==> src/hdl/conv_pkg.sv <==
`default_nettype none

package conv_pkg;

    // Layer geometry
    localparam int unsigned IFM_SIZE    = 8;
    localparam int unsigned KERNEL_SIZE = 3;
    localparam int unsigned NUM_FILTERS = 2;
    localparam int unsigned OFM_SIZE    = IFM_SIZE - KERNEL_SIZE + 1;
    localparam int unsigned KERNEL_TAPS = KERNEL_SIZE * KERNEL_SIZE;
    localparam int unsigned FIFO_SIZE   = (KERNEL_SIZE - 1) * IFM_SIZE + KERNEL_SIZE;
    localparam int unsigned MAC_LATENCY = 4;

    // Memory depths with the biases after all weights
    localparam int unsigned IFM_WORDS  = IFM_SIZE * IFM_SIZE;
    localparam int unsigned OFM_WORDS  = NUM_FILTERS * OFM_SIZE * OFM_SIZE;
    localparam int unsigned BIAS_BASE  = KERNEL_TAPS * NUM_FILTERS;
    localparam int unsigned COEF_WORDS = BIAS_BASE + NUM_FILTERS;

    localparam int unsigned IFM_ADDR_W  = $clog2(IFM_WORDS);
    localparam int unsigned OFM_ADDR_W  = $clog2(OFM_WORDS);
    localparam int unsigned COEF_ADDR_W = $clog2(COEF_WORDS);
    localparam int unsigned FILT_W      = $clog2(NUM_FILTERS);
    localparam int unsigned LOAD_CNT_W  = $clog2(KERNEL_TAPS + 1);  // Weights plus bias
    localparam int unsigned POS_W       = $clog2(IFM_SIZE);

    localparam int unsigned DATA_W = 8;
    localparam int unsigned ACC_W  = 20;

    typedef logic signed [DATA_W-1:0] pixel_t;
    typedef logic signed [ACC_W-1:0]  acc_t;

    typedef enum logic [1:0] {IDLE, LOAD_W, READ, DRAIN} ctrl_state_e;
    typedef enum logic {HAND_FREE, HAND_WAIT} handoff_state_e;

endpackage

`default_nettype wire

==> src/hdl/conv_mac.sv <==
`timescale 1ns/10ps
`default_nettype none

module conv_mac
(
    input  logic                                         clk,
    input  logic                                         reset,
    input  conv_pkg::pixel_t [conv_pkg::KERNEL_TAPS-1:0] window,
    input  conv_pkg::pixel_t [conv_pkg::KERNEL_TAPS-1:0] weights,
    input  conv_pkg::pixel_t                             bias,
    output conv_pkg::acc_t                               result
);

    conv_pkg::acc_t prod [conv_pkg::KERNEL_TAPS];
    conv_pkg::acc_t part [conv_pkg::KERNEL_SIZE];
    conv_pkg::acc_t sum;

    ////////////////////////////////////////////////////////////
    // Products, then one row sum per kernel row, then the total
    always_ff @(posedge clk or posedge reset)
    begin
        if (reset)
        begin
            for (int k = 0; k < conv_pkg::KERNEL_TAPS; k++)
                prod[k] <= '0;
            for (int g = 0; g < conv_pkg::KERNEL_SIZE; g++)
                part[g] <= '0;
            sum    <= '0;
            result <= '0;
        end
        else
        begin
            for (int k = 0; k < conv_pkg::KERNEL_TAPS; k++)
                prod[k] <= window[k] * weights[k];     // Signed, widened to acc_t
            for (int g = 0; g < conv_pkg::KERNEL_SIZE; g++)
                part[g] <= prod[3*g] + prod[3*g+1] + prod[3*g+2];
            sum    <= part[0] + part[1] + part[2];
            result <= sum + bias;
        end
    end

endmodule

`default_nettype wire

==> config.mk <==
export PLATFORM = sky130hd
export DESIGN_NAME = conv_mac
export DESIGN_NICKNAME = d
export VERILOG_FILES = /design/src/hdl/conv_pkg.sv /design/src/hdl/conv_mac.sv
export SDC_FILE = /design/constraint.sdc
export NUM_CORES = 2
export LEC_CHECK = 0
export BUFFER_PORTS_ARGS = -buffer_cell sky130_fd_sc_hd__buf_4
export CORE_MARGIN = 5
export CORE_UTILIZATION = 45
export DETAILED_ROUTE_END_ITERATION = 7
export PLACE_DENSITY_LB_ADDON = 0.25
export SLEW_MARGIN = 20
export SYNTH_ARGS = -nofsm -noshare
export SYNTH_HDL_FRONTEND = slang
export SYNTH_SLANG_ARGS = --single-unit
==> constraint.sdc <==
create_clock -name clk -period 7.9 [get_ports clk]
set_input_delay 0.395 -clock clk [delete_from_list [all_inputs] [get_ports clk]]
set_output_delay 0.395 -clock clk [all_outputs]
set_load 0.005 [all_outputs]
## After elaboration in Yosys (flattened, before gate mapping)

Index checks and enable logic that the tools add are counted.

| operators by class | value |
|---|---|
| add/sub/neg operators | 9 |
| multipliers | 9 |

Operators by type and width:

| cell | number |
|---|---|
| multiplier 8 x 8 -> 16 bit | 9 |
| adder 17 x 16 -> 18 bit | 3 |
| adder 16 x 16 -> 17 bit | 3 |
| adder 20 bit | 2 |
| adder 20 x 8 -> 20 bit | 1 |

| storage, ports and cells | value |
|---|---|
| logic and storage cells | 32 |
| register bits after elaboration | 244 |
| input port bits | 154 |
| output and inout bits | 20 |

## Logic depth before layout (Yosys ltp)

| depth | value |
|---|---|
| word-level depth | 2 |
| depth in mapped cells | 17 |
| depth with buffers taken out | 17 |

## Worst setup path after synthesis

OpenSTA, ideal clock, no wires.

| timing path | value |
|---|---|
| kind | in2reg |
| from | in window[69] (netlist bit) |
| to | reg prod[14] (netlist bit) |
| buffers on the path | 0 |
| setup time | 0.131 ns |
| arrival time | 4.065 ns |
| data required time | 7.769 ns |
| cell stages on the path | 16 |
| slack | 3.703 ns |
| path through | and2_1 > fa_1 > inv_1 > fa_1 > inv_1 > fa_1 > inv_1 > fa_1 > inv_1 > ha_1 > o21ai_0 > a21boi_0 > o21ai_1 > a21oi_1 > o2111a_1 > or3_1 |

| between the ends | value |
|---|---|
| cells in the longest elaborated chain, start to end | 1 |

Ends and longest elaborated chain:

| item | line | text |
|---|---|---|
| from (decl) | conv_mac.sv:8 | `input conv_pkg::pixel_t [conv_pkg::KERNEL_TAPS-1:0] window,` |
| multiplier 8 x 8 -> 16 bit | conv_mac.sv:34 | `prod[k] <= window[k] * weights[k];` |
| to (signal, indexed assignment) | conv_mac.sv:34 |  |
| to (decl) | conv_mac.sv:14 | `conv_pkg::acc_t prod [conv_pkg::KERNEL_TAPS];` |

Every way passes these cells.

## Worst setup path after layout

| timing path | value |
|---|---|
| from | in window[69] (netlist bit) |
| to | reg, netlist name prod[15] |

| between the ends | value |
|---|---|
| cells in the longest elaborated chain, start to end | 1 |

Ends and longest elaborated chain:

| item | line |
|---|---|
| multiplier 8 x 8 -> 16 bit | conv_mac.sv:34 |

Every way passes these cells.

==> results by group <==
Run status
  • Outcome: completed

Critical path
  • CP peak stage delay: 0.59 ns
  • Crit Path Max Fanout: 8
  • CP startpoint kind: primary input
  • Data required, critical path: 8.33 ns
  • CP Cell Sequence: buf_4 > and2_1 > fa_1 > inv_1 > fa_1 > inv_1 > fa_1 > inv_1 > fa_1 > inv_1 > ha_1 > inv_1 > o21a_1 > o311ai_0 > a21o_1 > a21oi_1 > xnor2_1
  • CP bufs+invs: 6
  • Worst path most repeated cell: inv_1
  • CP delay by family, top: adder cells
  • WS Path Type: in2reg
  • Arr. time, crit path: 4.48 ns
  • Slowest cell on crit path: o311ai_0
  • CP Capture Type: flop

Timing
  • Fmax: 0.247 GHz
  • Hold Fails Final Rpt: 0
  • Max Transition Viols Final: 0
  • Tcrit/Tclk final: 0.512
  • Unrepaired setup endpoints after global routing: no
  • Rel. slew slack: 0.511
  • Setup violators final: 0
  • Clk_skew: 0.0192 ns
  • Worst slew pin tran: 0.734 ns
  • Post-route setup TNS: 0 ns
  • Post-route minimum period: 4.05 ns

Placement
  • Routability congestion estimate: 0.828
  • DP Wirelength: 57.9 mm
  • Placed inst area: 36200 um^2
  • Port buffer count: 173

Floorplanning
  • Die span in x: 283 um
  • IO Count: 174
  • Core area: 74300 um^2
  • Die Footprint: 80400 um^2
  • FP Rows: 100
  • Die Y: 283 um
  • Initial Utilization: 0.453

Drt
  • Met3 Wirelength: 1.85 mm
  • WL final: 68.0 mm
  • Wire length on met2: 33.0 mm
  • DR top layer: met4
  • Via count: 22100
  • Post-route ant nets: 0
  • Via-to-Cell Ratio: 4.82
  • M1 WL: 31.9 mm
  • Initial DRT Pass Iterations: 5
  • Drc violations: 0
  • Wire length per cell: 14.8 um
  • DR iter-0 viols: 899

Clock network
  • CTS tree: done
  • Maximum buffer depth of the clock tree: 3
  • Clock Sinks: 238
  • CTS buffer count: 29
  • H-tree depth: 1
  • Clk_lat worst skew: 0.56 ns
  • CTS-repair resized insts: 0
  • Root Buffer: clkbuf_16
  • Worst-path clk slew: 0.06 ns

Finish
  • FILL cells: 6987
  • Layout cells sized above 1: 0.0747
  • Core Util, Final: 0.500
  • Synth-to-layout area growth: 10.5%
  • Post-route cell area: 37200 um^2
  • Nets@finish: 4656

Synthesis
  • Cell area after synthesis: 33700 um^2
  • Synth cell types: 78
  • Most numerous cell in the Yosys netlist: inv_1
  • Synth cell count leaders: inv_1, fa_1, and2_1, ha_1, dfrtp_1
  • Synth Instances: 3384
  • Synth Net Count: 4450
  • Area fraction of the dominant cell type after synthesis: 0.337
  • Primary FF master, synth: dfrtp_1
  • Seq cells post-synth: 238
  • Ranking of synthesized cells by area: fa_1, dfrtp_1, ha_1
  • Syn Area/Cell: 9.94 um^2
  • FFs w/ async S/R, synth: 1.00
  • Number of synthesized flops with an enable pin: 0
  • Sequential share of the synthesized area: 0.177
  • YS warnings: 0
  • Synth area leader: fa_1

Worst hold path
  • Hold Path Class: in2reg

Global routing
  • Largest net degree at the start of global routing: 83
  • Initial antenna violation count: 3
  • Vias in the first global route: 24100
  • Tot GR Track Use: 0.177
  • GRT overflow: 0
  • First-pass GRT wire length: 119 mm

Power and ir drop
  • Worst vdd ir: 0.300 mV
  • Power Dens Cells: 434 nW/um^2
  • Total power: 0.0161 W
  • Leakage: 18.7 nW

Run
  • Max cap viols: 0
## where the power goes
part           total, W  internal [W]  switching, W
Clock           0.00135      0.000799      0.000551
Combinational    0.0124       0.00562       0.00673
Sequential      0.00243       0.00202      0.000403
## per-layer routing
metal  vias up  GRT usage
met5         -          0
met4         0     0.0279
met3        64     0.0203
met2       247      0.300
met1     11000      0.251
li1      10800          -
## metrics by stage
stage	hold slack, ns	instances	setup slack, ns
finish	0.0679	4583	3.85
global route	0.0530	4583	3.67
floorplan	0.443	3384	0.974
CTS	0.0375	4582	3.90
detailed placement	0.493	4527	3.31
global placement	0.494	4527	3.31
## cell usage in the layout, fill, tap and decap left out, types with 11 or more instances in the layout
cell,netlist,layout
inv_1,793,792
fa_1,566,566
and2_1,386,386
ha_1,346,346
dfrtp_1,238,238
nand2_1,194,194
buf_4,0,173
xnor2_1,167,167
nor2_1,92,92
a21oi_1,83,83
nor2b_1,74,74
o21ai_0,52,52
a21o_1,43,43
nand2b_1,39,39
nor3_1,33,33
xor2_1,31,31
clkbuf_16,0,29
nand3_1,25,25
o21a_1,22,22
o211ai_1,13,13
or3_1,12,12
a211oi_1,11,11
## final timing paths
check,slack [ns],startpoint,endpoint,depth (start not counted)
worst min-delay path,0.07,bias[0],result[0],2
worst max register to register,4.72,part[1],sum[19],11
max in group asynchronous,6.31,reset,part[56],4
worst min register to register,0.50,sum[0],result[0],1
min in group asynchronous,0.45,reset,result[7],3
worst max-delay path,3.85,window[69],prod[15],17
## final cells by class
cell class | instances | area [um^2] | share of cell area
multi-input cells | 2352 | 24700 | 0.665
flip-flops and latches | 238 | 5960 | 0.160
inverters | 793 | 2980 | 0.0803
repair buffers | 176 | 1330 | 0.0358
well taps | 969 | 1210 | 0.0326
clock buffers | 34 | 764 | 0.0206
clock inverters | 20 | 216 | 0.00582
diodes | 1 | 2.50 | 0.0000673
## logic make-up (layout without fill, tap and decap cells)
logic type,count (synthesis),after routing,synth area share
mux,11,11,0.00364
xor+xnor,198,198,0.0515
simple gates,899,899,0.145
other cells,0,1,0
fa+ha+maj,912,912,0.465
flops,238,238,0.177
compound gates,332,332,0.0690
buf+inv,794,1023,0.0886
## flip-flops by register name, summed over array words and instances (netlist names)
name	cells
sum	20
prod	144
part	54
result	20
## repair_timing
item	in CTS	in global routing
endpoints found under the hold margin	76	0
hold buffers	1	0
setup endpoints to repair	0	0
setup buffers	0	0
Power figures use the tool's default switching activity.
