===== src/hdl/conv_pkg.sv =====
`default_nettype none

package conv_pkg;

    // Layer geometry
    localparam int unsigned IFM_SIZE    = 8;
    localparam int unsigned KERNEL_SIZE = 3;
    localparam int unsigned NUM_FILTERS = 2;
    localparam int unsigned OFM_SIZE    = IFM_SIZE - KERNEL_SIZE + 1;
    localparam int unsigned KERNEL_TAPS = KERNEL_SIZE * KERNEL_SIZE;
    localparam int unsigned FIFO_SIZE   = (KERNEL_SIZE - 1) * IFM_SIZE + KERNEL_SIZE;
    localparam int unsigned MAC_LATENCY = 4;

    // Memory depths with the biases after all weights
    localparam int unsigned IFM_WORDS  = IFM_SIZE * IFM_SIZE;
    localparam int unsigned OFM_WORDS  = NUM_FILTERS * OFM_SIZE * OFM_SIZE;
    localparam int unsigned BIAS_BASE  = KERNEL_TAPS * NUM_FILTERS;
    localparam int unsigned COEF_WORDS = BIAS_BASE + NUM_FILTERS;

    localparam int unsigned IFM_ADDR_W  = $clog2(IFM_WORDS);
    localparam int unsigned OFM_ADDR_W  = $clog2(OFM_WORDS);
    localparam int unsigned COEF_ADDR_W = $clog2(COEF_WORDS);
    localparam int unsigned FILT_W      = $clog2(NUM_FILTERS);
    localparam int unsigned LOAD_CNT_W  = $clog2(KERNEL_TAPS + 1);  // Weights plus bias
    localparam int unsigned POS_W       = $clog2(IFM_SIZE);

    localparam int unsigned DATA_W = 8;
    localparam int unsigned ACC_W  = 20;

    typedef logic signed [DATA_W-1:0] pixel_t;
    typedef logic signed [ACC_W-1:0]  acc_t;

    typedef enum logic [1:0] {IDLE, LOAD_W, READ, DRAIN} ctrl_state_e;
    typedef enum logic {HAND_FREE, HAND_WAIT} handoff_state_e;

endpackage

`default_nettype wire


===== src/hdl/kernel_store.sv =====
`timescale 1ns/10ps
`default_nettype none

module kernel_store
(
    input  logic                                         clk,
    input  logic                                         we,
    input  logic [conv_pkg::COEF_ADDR_W-1:0]             wr_addr,
    input  conv_pkg::pixel_t                             wr_data,
    input  logic [conv_pkg::COEF_ADDR_W-1:0]             rd_addr,
    input  logic                                         w_shift_en,
    input  logic                                         bias_sel,
    output conv_pkg::pixel_t [conv_pkg::KERNEL_TAPS-1:0] weights,
    output conv_pkg::pixel_t                             bias
);

    conv_pkg::pixel_t mem [conv_pkg::COEF_WORDS];
    conv_pkg::pixel_t rd_word;

    ////////////////////////////////////////////////////////////
    // Coefficient RAM
    always_ff @(posedge clk)
    begin
        if (we)
            mem[wr_addr] <= wr_data;
        rd_word <= mem[rd_addr];
    end

    ////////////////////////////////////////////////////////////
    // Active kernel

    // Enters at the top, so the first word read ends up in tap 0
    always_ff @(posedge clk)
    begin
        if (w_shift_en)
            weights <= {rd_word, weights[conv_pkg::KERNEL_TAPS-1:1]};
    end

    always_ff @(posedge clk)
    begin
        if (bias_sel)
            bias <= rd_word;
    end

endmodule

`default_nettype wire


===== config.mk =====
export PLATFORM = sky130hd
export DESIGN_NAME = kernel_store
export DESIGN_NICKNAME = d
export VERILOG_FILES = /design/src/hdl/conv_pkg.sv /design/src/hdl/kernel_store.sv
export SDC_FILE = /design/constraint.sdc
export NUM_CORES = 1
export LEC_CHECK = 0
export ABC_AREA = 0
export BUFFER_PORTS_ARGS = -buffer_cell sky130_fd_sc_hd__buf_2
export CAP_MARGIN = 20
export CORE_MARGIN = 2
export CORE_UTILIZATION = 38
export DETAILED_ROUTE_END_ITERATION = 12
export GPL_TIMING_DRIVEN = 0
export SKIP_LAST_GASP = 1
export SYNTH_ARGS = -nofsm -noshare
export SYNTH_HDL_FRONTEND = slang
export SYNTH_SLANG_ARGS = --single-unit

===== constraint.sdc =====
create_clock -name clk -period 2.65 [get_ports clk]
set_input_delay 0.265 -clock clk [delete_from_list [all_inputs] [get_ports clk]]
set_output_delay 0.265 -clock clk [all_outputs]
set_load 0.01 [all_outputs]

**Yosys cells after proc, flatten, opt, wreduce, memory -nomap -nowiden**

Memory sizes are Yosys's and may differ from the RTL's. A register that Yosys moved wholly into a read port is not among the register bits.
Cells that the tools add are included.

- Multiplexer cells: 2

Operators with widths:

| kind | count |
|---|---|
| 2-to-1 mux 1 bit | 2 |

- Bits in writable memories: 160
- Logic and storage cells: 13
- Output and inout port bits: 80
- Memories kept: 1
- Input port bits: 22
- Flip-flop bits (word level): 80

Memories:

| memory | words | width | read ports | clocked after Yosys merged registers in | wr ports | RTL line | text |
|---|---|---|---|---|---|---|---|
| mem | 20 | 8 | 1 | 1 | 1 | kernel_store.sv:17 | `conv_pkg::pixel_t mem [conv_pkg::COEF_WORDS];` |

**Logic depth before layout (Yosys ltp)**

Gate-level depths: netlist of run 1.

- Depth after elaboration: 2
- Mapped depth: 7
- Gate-level depth less buffers: 4

**Worst setup path after synthesis of run 1**

OpenSTA, ideal clock, no wires.

- Kind: input to register
- From: input wr_addr[1] (netlist bit)
- To: memory mem[0][0] (netlist bit) (enable)
- Data required time: 2.280 ns
- Library setup time: 0.370 ns
- Stages on the path: 2
- Path buffers: 0
- Slack: 1.100 ns
- Arrival: 1.180 ns
- Path through: or3b_2 > nor2_1

RTL lines:

| item | RTL line | text |
|---|---|---|
| start, declared | kernel_store.sv:8 | `input logic [conv_pkg::COEF_ADDR_W-1:0] wr_addr,` |
| end, declared | kernel_store.sv:17 |  |

No word-level cell before the write port.

==> metrics, run 1 <==
status completed; Reg2Reg Capture Point rd_word[7]$_DFF_P_; reg2reg setup slack 0.96 ns; R2R depth 4; CP max FO 1; Clock Skews 0.00860 ns; combinational family with the most area after synthesis multiplexers; Initial Utilization 0.390; root buffer cell clkbuf_16; post-route minimum period 1.69 ns; met1 Use GR 0.199; Achievable Freq 591 MHz; hold buffer count at cts 0; number of enable flip-flop cells after synthesis 240; CTS Buffer Depth 3; Die Wd 157 µm; Buf/Inv on CP 0; gr usage total 0.141; YS warnings 0; Pleak between 3 and 4 nW; Remaining DRCs 0; Post-Synth Adder-Cell Area 0; CTS tree yes; first-pass GRT wire length 25.8 mm; multi-input logic area around 1400 µm²; layout net count 537; CP startpoint kind register; DR vias 4204; crit path from mem[13][7]$_DFFE_PP_; critical path, cell by cell mux4_1 > mux2_2 > a221oi_2 > a21oi_1; ANT cells 0; initial antenna violation count 0; Post-DRT Antenna Nets 0; GRT busiest layer met2; synth top area cells edfxtp_1, mux4_2, mux4_1, mux2i_1, dfxtp_1; synthesized cell area 8880 µm²; Crit. End Element register; Die Ht 157 µm; post-synthesis instance total 388; placer congestion estimate 0.760; Hold Fails Final Rpt 0; Num CTS Buffers 25; 1st-iter DRT viols just over 400; Yosys cell types 31; XOR/XNOR Fraction of Synth Area 0; vias per inst ~5; gr ovfl total 0; Rel. slew slack 0.319; worst vdd ir 543 µV; final WL 17.4 mm; syn nets 410; async set-or-reset flop fraction in the synthesized netlist 0; family with the most delay on the worst path multiplexers; Core Region 22800 µm²; Crit. path cell count 4; worst-skew pair later-pin latency ~0.52 ns; Placed Area 9790 µm²; Avg Cell Area, Syn 22.9 µm²; Gates resized, CTS repair 0; worst-margin pin slew 1.02 ns; Worst-path clk slew 0.06 ns; Hold Path Class input port to register; num rows 55; vias in the first global route 4241; complex-gate fraction of the synthesized area 0.0206; cell at the slowest stage of the critical path mux4_1; critical path type register to register; Sequential cell area between 7000 and 8000 µm²; RSZ-0062 raised after global routing no; Yosys top cell area share 0.811; Largest stage delay, worst path 0.48 ns; number of max-cap violations 0; Num Clock Sinks roughly 250; GR Layer Usage met3 0.0297; Synth Area in Simple Gates 0.0224; # IOs 102; share of layout cells above drive strength 1 0.323; largest area contributor in the netlist edfxtp_1; M2 GR Usage 0.222; H-tree depth 1; port bufs 99; Area Overhead vs Synth 18.9%; Final Setup Violations 0; Power Density 778 nW/µm²; DR WL/cell 20.6 µm; die area approximately 25000 µm²; Final Cell Area 10600 µm²; first-pass detailed-route iteration total 4; post-route setup slack 0.958 ns; synthesis-stage register bit count ~250; Synth Flop Type edfxtp_1; Final period util 0.638; launch point of the worst reg-to-reg path mem[13][7]$_DFFE_PP_; critical path arrival ~2 ns; largest net degree at the start of global routing 47; dpl hpwl 11.4 mm; Seq/Total Area, Yosys 0.829; Place WS 0.478 ns; Filler Cell Count roughly 1900; Critical Path End rd_word[7]$_DFF_P_; Req. time, crit path 3.01 ns; multiplexer share of the synthesized area 0.113; Post-CTS Setup Bufs 0; Setup TNS 0 ns; Final Max Tran Viols 0
==> cell usage in the layout (no fill, tap or decap), types with 4 or more instances in the layout <==
cell type,instances
clkinv_1,5
nor2_1,22
clkinv_2,5
clkbuf_1,8
edfxtp_1,240
dfxtp_1,8
mux4_1,11
clkbuf_16,25
o211ai_1,7
o21ai_0,4
a221oi_1,7
mux4_2,21
nand2_1,9
buf_2,101
mux2i_1,23
==> stage by stage <==
| step | power, W | instances | util | hold WS [ns] |
|---|---|---|---|---|
| after floorplan | 0.00477 | 388 | - | 0.364 |
| after global placement | 0.00499 | 800 | 0.429 | 0.415 |
| after detailed placement | 0.00501 | 801 | 0.430 | 0.421 |
| after CTS | 0.00831 | 845 | 0.464 | 0.0916 |
| after global routing | 0.00850 | 845 | 0.464 | 0.0995 |
| final | 0.00821 | 845 | 0.464 | 0.107 |
==> Yosys cell counts (2+ instances only) <==
master    instances
mux4_2           21
nand2_1           9
mux2i_1          23
clkbuf_1          4
nor2b_1           2
o21ai_0           4
buf_6             3
nand3b_1          3
or3b_2            2
o211ai_1          7
clkbuf_8          2
a21oi_1           2
edfxtp_1        240
o21ai_1           3
mux4_1           11
buf_8             2
nor2_1           22
buf_2             2
a221oi_1          7
dfxtp_1           8
==> flip-flops by register name (all words and copies together), names as in the netlist <==
| name | cells |
|---|---|
| weights | 72 |
| bias | 8 |
| mem | 160 |
| rd_word | 8 |
==> power breakdown <==
| part | internal (W) | leakage, nW | switching [W] |
|---|---|---|---|
| logic | 0.000160 | 0.966 | 0.000261 |
| clock network | 0.00192 | 0.377 | 0.00137 |
| registers | 0.00445 | 2.29 | 0.0000488 |
==> how the worst min path moves through the flow <==
| stage | start | end | slack [ns] | cells past startpoint |
|---|---|---|---|---|
| after floorplan | wr_data[0] | mem[0][0]$_DFFE_PP_ | 0.36 | 0 |
| after global placement | rd_word[2]$_DFF_P_ | weights[66]$_DFFE_PP_ | 0.42 | 0 |
| after detailed placement | rd_word[4]$_DFF_P_ | bias[4]$_DFFE_PP_ | 0.42 | 0 |
| after CTS | bias_sel | bias[7]$_DFFE_PP_ | 0.09 | 1 |
| after global routing | bias_sel | bias[7]$_DFFE_PP_ | 0.1 | 1 |
| final | bias_sel | bias[7]$_DFFE_PP_ | 0.11 | 1 |
==> per-layer routing <==
metal	routed length, µm	up-vias
met2	7700	185
met3	1520	34
met4	407	0
met1	7780	2121
li1	-	1864
met5	0	-
==> cell type report <==
type                    instances  share of cell area
clock inverters                15              0.0122
well taps                     313              0.0371
repair buffers                100              0.0488
plain buffers                  15              0.0122
clock buffers                  29              0.0607
inverters                       1            0.000355
multi-input cells             124               0.131
flip-flops and latches        248               0.698
==> kinds of logic (layout without fill, tap and decap cells) <==
kind of cell	after synthesis	count (layout)
compound gates	25	25
mux	56	56
simple gates	43	43
flops	248	248
buf+inv	16	160
Note: power is estimated with default switching activity, not from simulation.
==> run 2: changes to the inputs <==
--- a/config.mk
+++ b/config.mk
@@ -5,7 +5,7 @@
 export SDC_FILE = /design/constraint.sdc
 export NUM_CORES = 1
 export LEC_CHECK = 0
-export ABC_AREA = 0
+export ABC_AREA = 1
 export BUFFER_PORTS_ARGS = -buffer_cell sky130_fd_sc_hd__buf_2
 export CAP_MARGIN = 20
 export CORE_MARGIN = 2
==> constraint.sdc (replaced) <==
create_clock -name clk -period 1.61 [get_ports clk]
set_input_delay 0.161 -clock clk [delete_from_list [all_inputs] [get_ports clk]]
set_output_delay 0.161 -clock clk [all_outputs]
set_load 0.01 [all_outputs]
==> metrics, run 2 <==
status completed; CTS Buffer Depth 3; met1 Use GR 0.214; Reg2Reg Capture Point rd_word[4]$_DFF_P_; Hold Path Stages 3; synth top area cells edfxtp_1, nand2_1, nand3_1, dfxtp_1, nor2_1; # IOs 102; H-tree depth 1; Initial Utilization 0.388; gr ovfl total 0; Post-DRT Antenna Nets 0; number of enable flip-flop cells after synthesis 240; Avg Cell Area, Syn approximately 14 µm²; initial antenna violation count 1; first-pass GRT wire length ~30 mm; die area between 20000 and 30000 µm²; vias in the first global route 5202; R2R depth 8; most common cell after layout, fill and taps aside edfxtp_1; synthesized cell area 9140 µm²; gr usage total 0.157; RSZ-0062 raised after global routing no; sequential power share 0.549; most frequent cells in the layout edfxtp_1, nand2_1, buf_2, nand3_1, nor2_1; post-route minimum period approximately 1.3 ns; Pleak ~4.0 nW; Achievable Freq 771 MHz; Post-CTS Setup Bufs 0; Final Cell Area 10800 µm²; Regs by FF count mem: 160 flops, weights: 72 flops; 1st-iter DRT viols 416; Filler Cell Count 2114; post-synthesis instance total 645; Remaining DRCs 0; launch point of the worst reg-to-reg path mem[13][4]$_DFFE_PP_; layout net count 792; Req. time, crit path 1.73 ns; critical path type input port to register; final hold slack 0.0827 ns; root buffer cell clkbuf_16; most common library cells after synthesis edfxtp_1, nand2_1, nand3_1; share of layout cells above drive strength 1 0.198; Seq/Total Area, Yosys 0.806; M2 GR Usage 0.247; port bufs 97; part of the power in combinational logic 0.061; CP startpoint kind input port; Yosys cell types 15; Rel. slew slack 0.353; count leader, synth edfxtp_1; Num Clock Sinks 248; number of max-cap violations 0; Hold Path Class input port to register; Final period util 0.806; Final Max Tran Viols 0; hold buffer count at cts 1; Cell Int Power 0.0106 W; Core Region 23500 µm²; Final Setup Violations 0; worst-margin pin slew 0.967 ns; async set-or-reset flop fraction in the synthesized netlist 0; CTS tree yes; ANT cells 0; Clock Skews slightly above 0.02 ns; Setup TNS 0 ns; Area Overhead vs Synth 18.0%; Power Density 1250 nW/µm²; Hold Fails Final Rpt 0; YS warnings 0; final WL 20.1 mm; Yosys top cell area share 0.789; synthesis-stage register bit count 248; GR Layer Usage met3 0.0339; Die Wd 159 µm; worst vdd ir 896 µV; largest area contributor in the netlist edfxtp_1; Placed Area 10000 µm²; Synth Flop Type edfxtp_1; GRT busiest layer met2; Gates resized, CTS repair 0; syn nets between 600 and 700; Switching Fraction 0.214; Finished Core Util 0.458; worst-skew pair later-pin latency 0.52 ns; Die Ht 159 µm; DR WL/cell 18.1 µm; clock power share 0.391; largest net degree at the start of global routing between 70 and 80; num rows 56; Hold Startpoint rd_addr[4]; largest reg by FF count mem; first-pass detailed-route iteration total 5; Worst-path clk slew 0.06 ns; dpl hpwl about 13 mm; max FFs per register 160; Num CTS Buffers 25; vias per inst 4.86; reg2reg setup slack 0.40 ns; Crit. End Element register; DR vias approximately 5400; CP max FO 8; P_sw just under 0.003 W; Hold Path End rd_word[5]$_DFF_P_; placer congestion estimate 0.917; critical path arrival around 1.4 ns; Pwr Total roughly 0.013 W
[run 2: cell count changes after synthesis, moves of 8 or more]
| cell | change |
|---|---|
| nand2_1 | +183 |
| nand3_1 | +104 |
| mux2i_1 | -23 |
| mux4_2 | -21 |
| nor2_1 | +14 |
| mux4_1 | -11 |
| o21ai_0 | +11 |
| buf_2 | +8 |
| o22ai_1 | +8 |
[run 2: area by class of cell]
type | instances | area [µm²] | share of cell area
inverters | 10 | 42.5 | 0.00395
multi-input cells | 357 | 1510 | 0.140
clock buffers | 37 | 711 | 0.0659
clock inverters | 8 | 38.8 | 0.00360
repair buffers | 98 | 498 | 0.0462
flip-flops and latches | 248 | 7370 | 0.683
well taps | 319 | 399 | 0.0370
plain buffers | 30 | 215 | 0.0200
[run 2: critical path: stages]
cell and delay, ns:
buf_2 0.11, inv_1 0.07, nand3_1 0.24, nor2_1 0.83
[run 2: power by group through the flow]
stage | clock [W] | sequential [W] | combinational, W
2_1_floorplan | 0 | 0.00759 | 0.000328
3_3_place_gp | 0 | 0.00753 | 0.000820
3_5_place_dp | 0 | 0.00754 | 0.000823
4_1_cts | 0.00541 | 0.00740 | 0.000826
5_1_grt | 0.00565 | 0.00742 | 0.000900
6_report | 0.00527 | 0.00740 | 0.000821
[run 2: logic make-up after synthesis]
family | share of synthesized area
buf+inv | 0.0282
compound gates | 0.0142
flops | 0.806
simple gates | 0.151
[run 2: per-layer routing]
| metal | part of all wire | vias to the layer above | routed length [µm] |
|---|---|---|---|
| met5 | 0.00065 | - | 13 |
| met4 | 0.028 | 2 | 569 |
| met3 | 0.075 | 38 | 1510 |
| met2 | 0.45 | 213 | 9000 |
| met1 | 0.45 | 2567 | 8980 |
| li1 | - | 2558 | - |
[run 2: through the flow]
step | setup slack (ns) | instances
after floorplan | 0.477 | 645
after global placement | -0.158 | 1061
after detailed placement | -0.161 | 1061
after CTS | 0.342 | 1107
after global routing | 0.287 | 1107
final | 0.313 | 1107
[run 2: worst max-delay path by stage]
stage | start | endpoint | slack, ns | cells past startpoint
finish | wr_addr[0] | mem[18][1]$_DFFE_PP_ | 0.31 | 4
global route | wr_addr[2] | mem[18][2]$_DFFE_PP_ | 0.29 | 4
CTS | weights[16]$_DFFE_PP_ | weights[16] | 0.34 | 1
detailed placement | wr_addr[0] | mem[18][4]$_DFFE_PP_ | -0.16 | 4
global placement | wr_addr[0] | mem[18][4]$_DFFE_PP_ | -0.16 | 4
floorplan | wr_addr[4] | mem[12][0]$_DFFE_PP_ | 0.48 | 3
