### src/hdl/conv_pkg.sv
`default_nettype none

package conv_pkg;

    // Layer geometry
    localparam int unsigned IFM_SIZE    = 8;
    localparam int unsigned KERNEL_SIZE = 3;
    localparam int unsigned NUM_FILTERS = 2;
    localparam int unsigned OFM_SIZE    = IFM_SIZE - KERNEL_SIZE + 1;
    localparam int unsigned KERNEL_TAPS = KERNEL_SIZE * KERNEL_SIZE;
    localparam int unsigned FIFO_SIZE   = (KERNEL_SIZE - 1) * IFM_SIZE + KERNEL_SIZE;
    localparam int unsigned MAC_LATENCY = 4;

    // Memory depths with the biases after all weights
    localparam int unsigned IFM_WORDS  = IFM_SIZE * IFM_SIZE;
    localparam int unsigned OFM_WORDS  = NUM_FILTERS * OFM_SIZE * OFM_SIZE;
    localparam int unsigned BIAS_BASE  = KERNEL_TAPS * NUM_FILTERS;
    localparam int unsigned COEF_WORDS = BIAS_BASE + NUM_FILTERS;

    localparam int unsigned IFM_ADDR_W  = $clog2(IFM_WORDS);
    localparam int unsigned OFM_ADDR_W  = $clog2(OFM_WORDS);
    localparam int unsigned COEF_ADDR_W = $clog2(COEF_WORDS);
    localparam int unsigned FILT_W      = $clog2(NUM_FILTERS);
    localparam int unsigned LOAD_CNT_W  = $clog2(KERNEL_TAPS + 1);  // Weights plus bias
    localparam int unsigned POS_W       = $clog2(IFM_SIZE);

    localparam int unsigned DATA_W = 8;
    localparam int unsigned ACC_W  = 20;

    typedef logic signed [DATA_W-1:0] pixel_t;
    typedef logic signed [ACC_W-1:0]  acc_t;

    typedef enum logic [1:0] {IDLE, LOAD_W, READ, DRAIN} ctrl_state_e;
    typedef enum logic {HAND_FREE, HAND_WAIT} handoff_state_e;

endpackage

`default_nettype wire

### src/hdl/line_buffer.sv
`timescale 1ns/10ps
`default_nettype none

module line_buffer
(
    input  logic                                           clk,
    input  logic                                           reset,
    input  logic                                           shift_en,
    input  conv_pkg::pixel_t                               pixel_in,
    output conv_pkg::pixel_t [conv_pkg::KERNEL_TAPS-1:0]   window
);

    // Index 0 holds the newest pixel
    conv_pkg::pixel_t [conv_pkg::FIFO_SIZE-1:0] chain;

    always_ff @(posedge clk or posedge reset)
    begin
        if (reset)
            chain <= '0;
        else if (shift_en)
            chain <= {chain[conv_pkg::FIFO_SIZE-2:0], pixel_in};
    end

    // Tap (i, j) lies (K-1-i) rows and (K-1-j) columns behind the newest pixel
    for (genvar i = 0; i < conv_pkg::KERNEL_SIZE; i++)
    begin : g_row
        for (genvar j = 0; j < conv_pkg::KERNEL_SIZE; j++)
        begin : g_col
            assign window[i*conv_pkg::KERNEL_SIZE + j] =
                chain[(conv_pkg::KERNEL_SIZE-1-i)*conv_pkg::IFM_SIZE + (conv_pkg::KERNEL_SIZE-1-j)];
        end
    end

endmodule

`default_nettype wire

### config.mk
export PLATFORM = sky130hd
export DESIGN_NAME = line_buffer
export DESIGN_NICKNAME = d
export VERILOG_FILES = /design/src/hdl/conv_pkg.sv /design/src/hdl/line_buffer.sv
export SDC_FILE = /design/constraint.sdc
export NUM_CORES = 1
export LEC_CHECK = 0
export BUFFER_PORTS_ARGS = -buffer_cell sky130_fd_sc_hd__buf_4
export CAP_MARGIN = 20
export CORE_ASPECT_RATIO = 0.7
export CORE_MARGIN = 4
export CORE_UTILIZATION = 40
export DETAILED_ROUTE_END_ITERATION = 6
export PLACE_DENSITY_LB_ADDON = 0.05
export SLEW_MARGIN = 5
export SYNTH_ARGS = -nofsm -noshare
export SYNTH_HDL_FRONTEND = slang
export SYNTH_SLANG_ARGS = --single-unit
### constraint.sdc
create_clock -name clk -period 8.1 [get_ports clk]
set_clock_uncertainty 0.2 [all_clocks]
set_input_delay 0.405 -clock clk [delete_from_list [all_inputs] [get_ports clk]]
set_output_delay 0.405 -clock clk [all_outputs]
set_load 0.01 [all_outputs]
# ---- Word-level counts from Yosys, hierarchy flattened
# Index checks and enable logic that the tools add are counted.
dict set report classes {
  add_sub_neg 0
  n_mul 0
  n_div 0
  order_cmp 0
  eq_ne 0
  shift 0
  n_mux 0
  bitwise 0
  n_reduce_logical 0
}
dict set report totals {
  register_bits 152
  latchBits 0
  mem_bits_rw 0
  rom_bits 0
  inputBits 11
  out_inout_bits 72
  n_memories 0
}

# ---- Longest topological paths before layout
# Gate-level depths: netlist of the first run.
dict set report logic_depth {
  ltp_word 0
  ltp_mapped 4
  mapped_depth_nobuf 1
}

# ---- Worst setup path after synthesis of the first run
# Ideal clock, no wire load.
dict set report synth_path {
  path_type {input-to-reg}
  start {input port shift_en}
  end {register chain[24] (netlist bit)}
  setup_time_ps 125
  t_arrival_ps 1104
  t_required_ps 7775
  path_slack_ps 6670
  path_stages 4
  path_buffers 3
  cell_sequence {buf_6 > buf_6 > buf_6 > mux2_4}
}
# element line
set synth_lines {}
lappend synth_lines {{from (decl)} line_buffer.sv:8} ;# input logic shift_en,
lappend synth_lines {{to (signal assigned)} line_buffer.sv:21} ;# chain <= {chain[conv_pkg::FIFO_SIZE-2:0], pixel_in};
lappend synth_lines {{to (decl)} line_buffer.sv:14} ;# conv_pkg::pixel_t [conv_pkg::FIFO_SIZE-1:0] chain;
# No word-level cell between the ends.

# ---- Worst setup path after layout of the first run
dict set report layout_path {
  start {input port shift_en}
  end {register chain (netlist bit window[24])}
}
# No word-level cell between the ends.

==> results.sh, run 1 <==
export IMPL_cts_tree="yes"
export IMPL_crit_type="primary input to flop"
export IMPL_viasPerCell=4.49
export IMPL_drive_above_1_share=0.630
export IMPL_first_pass_iters=4
export IMPL_hold_viol=0
export IMPL_gp_congestion=0.659
export IMPL_holdWs_ps=25.2
export IMPL_ctsHoldBuffers=1
export IMPL_finalCritPeriodShare=0.296
export IMPL_cts_sinks=152
export IMPL_holdCritPathClass="primary input to flop"
export IMPL_layout_min_cycle_time_ps=2400
export IMPL_status="finished, final reports clean"
export IMPL_port_buffers=82
export IMPL_worst_slack_ps=5700
export IMPL_grt_max_degree=93
export IMPL_nets=420
export IMPL_syn_to_final_growth_pct=13.0
export IMPL_finalSetupViolCount=0
export IMPL_grt_antenna_before_repair=0
export IMPL_crit_arrival_ps=2490
export IMPL_syn_nets=405
export IMPL_start_kind="primary input"
export IMPL_totalNegativeSetupSlack_ps=0
export IMPL_initial_core_util=0.413
export IMPL_slew_viol_final=0
export IMPL_peakVddDrop_uv=155
export IMPL_yosysSeqAreaShare=0.585
export IMPL_post_cts_resized=0
export IMPL_tightestPinTransition_ps=1010
export IMPL_synth_seq_cells=152
export IMPL_core_sq_um=15700
export IMPL_die_h_um=115
export IMPL_route_vias_total=2869
export IMPL_crit_path_end_kind="flop"
export IMPL_fillCellCount=1376
export IMPL_clk_latency_ps=400
export IMPL_maxSlewHeadroom=0.327
export IMPL_h_tree_depth=4
export IMPL_drt_iter0_drc=137
export IMPL_power_density_nw_per_um2=378
export IMPL_overflow=0
export IMPL_grt_pass1_vias=3103
export IMPL_cts_buffers_inserted=17
export IMPL_ioPinCount=83
export IMPL_grt_usage=0.109
export IMPL_wl_per_cell_um=14.6
export IMPL_synth_warnings=0
export IMPL_clock_path_buffers=2
export IMPL_drc=0
export IMPL_syn_inst=394
export IMPL_rsz0062_at_grt="false"
export IMPL_cts_setup_buffers=0
export IMPL_dpl_hpwl_um=5820
export IMPL_syn_area_sq_um=6510
export IMPL_post_place_ws_ps=5310
export IMPL_wl_um=9360
export IMPL_die_area_sq_um=18400
export IMPL_grt_pass1_wl_um=16000
export IMPL_cp_required_ps=8190
export IMPL_synthDistinctLibCells=7
export IMPL_fmax_mhz=416
export IMPL_maxCapViolCount=0
export IMPL_postRouteAntennaNets=0
export IMPL_critical_path_max_fanout=92
export IMPL_diodes=0
export IMPL_die_width_um=160
export IMPL_root_buffer="clkbuf_16"
export IMPL_p_leak_uw=0.00350
export IMPL_avgSynthCellArea_sq_um=16.5
export IMPL_rows=38
export IMPL_clk_pin_slew_worst_paths_ps=60
final timing paths:
kind	startpoint	end	slack, ps	cells past startpoint
worst max-delay path	shift_en	window[24]	5700	3
worst min register to register	chain[103]	chain[111]	300	1
worst max register to register	window[34]	window[26]	7060	1
min in group asynchronous	reset	window[67]	490	3
worst min-delay path	pixel_in[3]	window[67]	30	2
max in group asynchronous	reset	chain[125]	5850	4
registers in the layout (all words and copies together) (netlist names):
register,cells
chain,80
window,72
area by class of cell:
cell class / instances / area [sq um] / share of cell area
clock buffers: 21 / 460 / 0.0626
clock inverters: 8 / 148 / 0.0201
inverters: 1 / 8.76 / 0.00119
multi-input cells: 152 / 2010 / 0.274
flip-flops and latches: 152 / 3800 / 0.517
well taps: 220 / 275 / 0.0374
repair buffers: 85 / 647 / 0.0880
cells in the final DEF (no fill, tap or decap):
cell type and instances:
clkbuf_1 2, clkbuf_8 3, inv_6 1, buf_4 83, clkinv_4 2, dfrtp_1 152
clkbuf_16 17, clkinv_2 2, dlygate4sd3_1 1, bufinv_16 4, mux2_2 72, mux2_4 80
cell families after synthesis:
family / after synthesis / share of synthesized area
mux: 152 / 0.309
flops: 152 / 0.585
buf+inv: 90 / 0.106
routing by layer:
metal | share of wire | vias to the layer above | global-route usage
met5 | 0 | - | 0
met4 | 0.012 | 0 | 0.0481
met3 | 0.051 | 8 | 0.0389
met2 | 0.43 | 59 | 0.151
met1 | 0.51 | 1489 | 0.155
li1 | - | 1313 | -
critical path, stage by stage:
cell and delay, ps:
clkbuf_8 640, buf_4 860, mux2_2 420
through the flow:
step | area [sq um] | power [uW] | utilization | instances
2_1_floorplan | 6510 | 1860 | - | 394
3_3_place_gp | 6740 | 1980 | 0.428 | 609
3_5_place_dp | 6740 | 2000 | 0.428 | 609
4_1_cts | 7350 | 2830 | 0.467 | 639
5_1_grt | 7350 | 2940 | 0.467 | 639
6_report | 7350 | 2780 | 0.467 | 639
power breakdown:
part	internal [uW]	switching, uW
clock network	527	285
registers	1060	203
logic	478	222
total	2070	709
Yosys cell counts (all sizes together):
library cell	instances	share of area
buf	89	0.11
dfrtp	152	0.58
inv	1	0.00058
mux2	152	0.31
Power figures use the tool's default switching activity.
==> run 2: changes to the inputs <==
clock period = 2.1 ns   (was 8.1 ns; I/O delays follow)
==> run 2 against run 1 <==
Against the previous run: first-iteration DRC count is 19% lower; cell count is 2.7% higher; clock power grew to 3.7 times the previous value; die area stayed put; clock-buffer cell count is 1 lower; via count is 0.98% higher; critical path depth is 1 higher; non-clock buffer count is 17 higher; total power grew to 3.8 times the previous value; worst hold slack better by 11 ps; critical endpoint is now window[70]; highest routed layer unchanged.
==> results.sh, run 2 (synthesis results as in run 1) <==
export IMPL_reg2reg_slack_ps=560
export IMPL_overflow=0
export IMPL_nets=437
export IMPL_finalCritPeriodShare=0.841
export IMPL_final_cells=656
export IMPL_cts_buffers_inserted=17
export IMPL_hold_viol=0
export IMPL_root_buffer="clkbuf_16"
export IMPL_peakVddDrop_uv=538
export IMPL_p_leak_uw=0.00359
export IMPL_drive_above_1_share=0.624
export IMPL_grt_max_degree=61
export IMPL_finalSetupViolCount=0
export IMPL_drt_iter0_drc=111
export IMPL_top_register="chain"
export IMPL_ff2ff_path_depth=2
export IMPL_die_h_um=115
export IMPL_viasPerCell=4.42
export IMPL_holdCritPathClass="primary input to asynchronous set/reset pin"
export IMPL_clk_latency_ps=410
export IMPL_ioPinCount=83
export IMPL_initial_core_util=0.413
export IMPL_grt_usage=0.112
export IMPL_syn_to_final_growth_pct=15.9
export IMPL_cts_setup_buffers=0
export IMPL_clock_path_buffers=2
export IMPL_maxCapViolCount=0
export IMPL_postRouteAntennaNets=0
export IMPL_rows=38
export IMPL_critPathTopFamily="buffers and inverters"
export IMPL_fmax_mhz=566
export IMPL_wl_um=9710
export IMPL_crit_arrival_ps=1850
export IMPL_cts_sinks=152
export IMPL_wl_per_cell_um=14.8
export IMPL_final_common_cell="dfrtp_1"
export IMPL_start_kind="primary input"
export IMPL_dpl_hpwl_um=6240
export IMPL_largest_register_ffs=80
export IMPL_maxSlewHeadroom=0.758
export IMPL_crit_path_end_kind="flop"
export IMPL_critical_path_max_fanout=32
export IMPL_slew_viol_final=0
export IMPL_route_vias_total=2897
export IMPL_cp_startpoint="shift_en"
export IMPL_grt_pass1_wl_um=16300
export IMPL_cts_tree="yes"
export IMPL_status="finished, final reports clean"
export IMPL_power_uw=10600
export IMPL_cp_required_ps=2190
export IMPL_crit_buf_inv=3
export IMPL_mostFrequentLayoutCells="dfrtp_1, buf_4, mux2_4"
export IMPL_r2r_end="window[70]"
export IMPL_fin_area_sq_um=7540
export IMPL_power_density_nw_per_um2=1410
export IMPL_critPathSlowestCell="dlygate4sd3_1"
export IMPL_path_cells="dlygate4sd3_1, clkbuf_8, mux2_4, dlygate4sd3_1"
export IMPL_core_sq_um=15700
export IMPL_die_width_um=160
export IMPL_drc=0
export IMPL_clk_pin_slew_worst_paths_ps=60
export IMPL_port_buffers=82
export IMPL_crit_type="primary input to flop"
export IMPL_grt_pass1_vias=3115
export IMPL_slowest_delay_ps=560
export IMPL_tightestPinTransition_ps=362
export IMPL_ctsHoldBuffers=11
export IMPL_placed_cells=616
export IMPL_critical_path_top_cell_by_count="dlygate4sd3_1"
export IMPL_gp_congestion=0.667
export IMPL_place_area_sq_um=6850
export IMPL_h_tree_depth=4
export IMPL_grt_antenna_before_repair=0
export IMPL_first_pass_iters=4
export IMPL_reg2reg_from="window[70]"
export IMPL_cp_depth=4
export IMPL_rsz0062_at_grt="false"
export IMPL_cp_endpoint="window[70]"
export IMPL_post_cts_resized=0
export IMPL_layout_min_cycle_time_ps=1770
export IMPL_die_area_sq_um=18400
export IMPL_diodes=0
==> run 2: layer usage <==
layer | wire, um | global-route usage | part of all wire
met1 | 4960 | 0.162 | 0.51
met2 | 4220 | 0.154 | 0.43
met3 | 461 | 0.0432 | 0.047
met4 | 70 | 0.0395 | 0.0072
met5 | 0 | 0 | 0
==> run 2: worst reg2reg max path, delay by kind of cell, from the launching register on <==
kind | cells | cell delay (ps)
mux | 1 | 270
flops | 1 | 400
buf+inv | 1 | 560
==> run 2: report_power, final <==
group	internal, uW	total, uW	switching [uW]
combinational	1870	2740	868
clock	1900	3010	1110
sequential	4110	4890	785
total	7890	10600	2760
==> run 2: how the worst min path moves through the flow <==
| stage | endpoint | slack, ps | cells past startpoint |
|---|---|---|---|
| final | chain[28] | 40 | 3 |
| after global routing | chain[28] | 50 | 3 |
| after CTS | chain[28] | 30 | 3 |
| after detailed placement | chain[28] | -90 | 2 |
| after global placement | chain[28] | -90 | 2 |
| after floorplan | window[64] | 50 | 1 |
==> run 2: metrics by stage <==
stage / utilization / TNS, ps / hold WS, ps / worst slack [ps]
6_report: 0.479 / 0 / 36.3 / 334
5_1_grt: 0.479 / 0 / 50.3 / 291
4_1_cts: 0.479 / 0 / 25.9 / 362
3_5_place_dp: 0.435 / 0 / -88.8 / 670
3_3_place_gp: 0.435 / 0 / -87.3 / 690
2_1_floorplan: - / -18540 / 53.0 / -122
==> run 2: final cells by class <==
type                       instances  area [sq um]
timing repair buffer             102           862
multi-input combinational        152          2010
fill                            1341          8190
sequential                       152          3800
clock buffer                      20           457
clock inverter                     9           126
tap                              220           275
inverter                           1          7.51
==> run 3: changes to the inputs <==
clock period = 1.7 ns   (was 2.1 ns; I/O delays follow)
==> run 3 against run 2 <==
Against the previous run: total power increased by 20%; cell count increased by 0.46%; wire length increased by 0.26%; critical path depth unchanged; critical endpoint unchanged.
==> results.sh, run 3 (synthesis results as in run 1) <==
export IMPL_holdCritPathClass="primary input to asynchronous set/reset pin"
export IMPL_final_common_cell="dfrtp_1"
export IMPL_r2r_end="window[70]"
export IMPL_finalCritPeriodShare=0.992
export IMPL_post_cts_resized=0
export IMPL_crit_type="primary input to flop"
export IMPL_fin_area_sq_um=7530
export IMPL_drt_iter0_drc=111
export IMPL_cts_buffers_inserted=17
export IMPL_syn_to_final_growth_pct=15.7
export IMPL_path_cells="dlygate4sd3_1, clkbuf_8, mux2_4, dlygate4sd3_1"
export IMPL_finalSetupViolCount=0
export IMPL_nets=439
export IMPL_wl_per_cell_um=14.8
export IMPL_slew_viol_final=0
export IMPL_worst_slack_ps=13.0
export IMPL_largest_register_ffs=80
export IMPL_reg2reg_slack_ps=170
export IMPL_start_kind="primary input"
export IMPL_post_place_ws_ps=365
export IMPL_layout_min_cycle_time_ps=1690
export IMPL_clk_latency_ps=410
export IMPL_grt_antenna_before_repair=0
export IMPL_viasPerCell=4.43
export IMPL_grt_pass1_wl_um=16900
export IMPL_postRouteAntennaNets=0
export IMPL_diodes=0
export IMPL_critPathSlowestCell="dlygate4sd3_1"
export IMPL_place_area_sq_um=6890
export IMPL_critical_path_top_cell_by_count="dlygate4sd3_1"
export IMPL_reg2reg_from="window[70]"
export IMPL_gp_congestion=0.654
export IMPL_rsz0062_at_grt="false"
export IMPL_maxCapViolCount=0
export IMPL_hold_viol=0
export IMPL_dpl_hpwl_um=6350
export IMPL_crit_arrival_ps=1780
export IMPL_ff2ff_path_depth=2
export IMPL_ioPinCount=83
export IMPL_area_sequential_sq_um=3800
export IMPL_rows=38
export IMPL_critPathTopFamily="buffers and inverters"
export IMPL_drc=0
export IMPL_cp_required_ps=1800
export IMPL_maxSlewHeadroom=0.677
export IMPL_port_buffers=82
export IMPL_power_density_nw_per_um2=1700
export IMPL_die_h_um=115
export IMPL_root_buffer="clkbuf_16"
export IMPL_p_leak_uw=0.00358
export IMPL_die_width_um=160
export IMPL_multiInputGateArea_sq_um=2010
export IMPL_grt_usage=0.116
export IMPL_fmax_mhz=593
export IMPL_grt_pass1_vias=3113
export IMPL_peakVddDrop_uv=550
export IMPL_core_sq_um=15700
export IMPL_die_area_sq_um=18400
export IMPL_first_pass_iters=4
export IMPL_clk_pin_slew_worst_paths_ps=60
export IMPL_overflow=0
export IMPL_cts_tree="yes"
export IMPL_post_route_util=0.478
export IMPL_slowest_delay_ps=550
export IMPL_fillCellCount=1345
export IMPL_top_register="chain"
export IMPL_status="finished, final reports clean"
export IMPL_initial_core_util=0.413
export IMPL_cts_setup_buffers=0
export IMPL_h_tree_depth=4
export IMPL_tightestPinTransition_ps=484
export IMPL_ctsHoldBuffers=11
export IMPL_mostFrequentLayoutCells="dfrtp_1, buf_4, mux2_4"
export IMPL_crit_buf_inv=3
export IMPL_drive_above_1_share=0.617
export IMPL_grt_max_degree=43
export IMPL_clock_path_buffers=2
export IMPL_route_vias_total=2917
export IMPL_critical_path_max_fanout=23
export IMPL_cts_sinks=152
export IMPL_wl_um=9740
export IMPL_crit_path_end_kind="flop"
==> run 3: layout make-up <==
cell class                 instances  area share
sequential                       152       0.505
multi-input combinational        152       0.267
timing repair buffer             104       0.120
clock buffer                      27      0.0681
tap                              220      0.0366
clock inverter                     3     0.00199
inverter                           1    0.000997
==> run 3: worst max path at each step <==
stage	start	endpoint	slack (ps)	cells after the start
floorplan	reset	chain[100]	-500	1
global placement	shift_en	chain[91]	380	3
detailed placement	shift_en	chain[115]	370	3
CTS	shift_en	window[70]	30	4
global route	shift_en	window[70]	6	4
finish	shift_en	window[70]	10	4
==> run 3: worst register-to-register path: stages (launching register included) <==
cell and delay [ps]:
dfrtp_1 390, mux2_4 270, dlygate4sd3_1 550
==> run 3: metal layers <==
layer  vias to the layer above  part of all wire  track usage
li1                       1349                 -            -
met3                         9             0.060       0.0515
met5                         -                 0            0
met2                        60              0.42        0.157
met1                      1499              0.51        0.167
met4                         0             0.010       0.0361
==> run 3: power by group <==
part | total (uW) | internal (uW) | leakage (uW) | switching, uW
Clock | 3370 | 2040 | 0.000263 | 1330
Sequential | 6040 | 5080 | 0.00182 | 963
Combinational | 3400 | 2320 | 0.00149 | 1070
Total | 12800 | 9440 | 0.00358 | 3360
==> run 3: metrics by stage <==
stage | total power, uW | instances | hold slack (ps) | TNS [ps]
after global placement | 9470 | 618 | -54.7 | 0
final | 12800 | 659 | 68.0 | 0
after detailed placement | 9580 | 618 | -53.0 | 0
after CTS | 13100 | 659 | 53.5 | 0
after global routing | 13600 | 659 | 92.1 | 0
after floorplan | 8870 | 394 | 33.0 | -76300
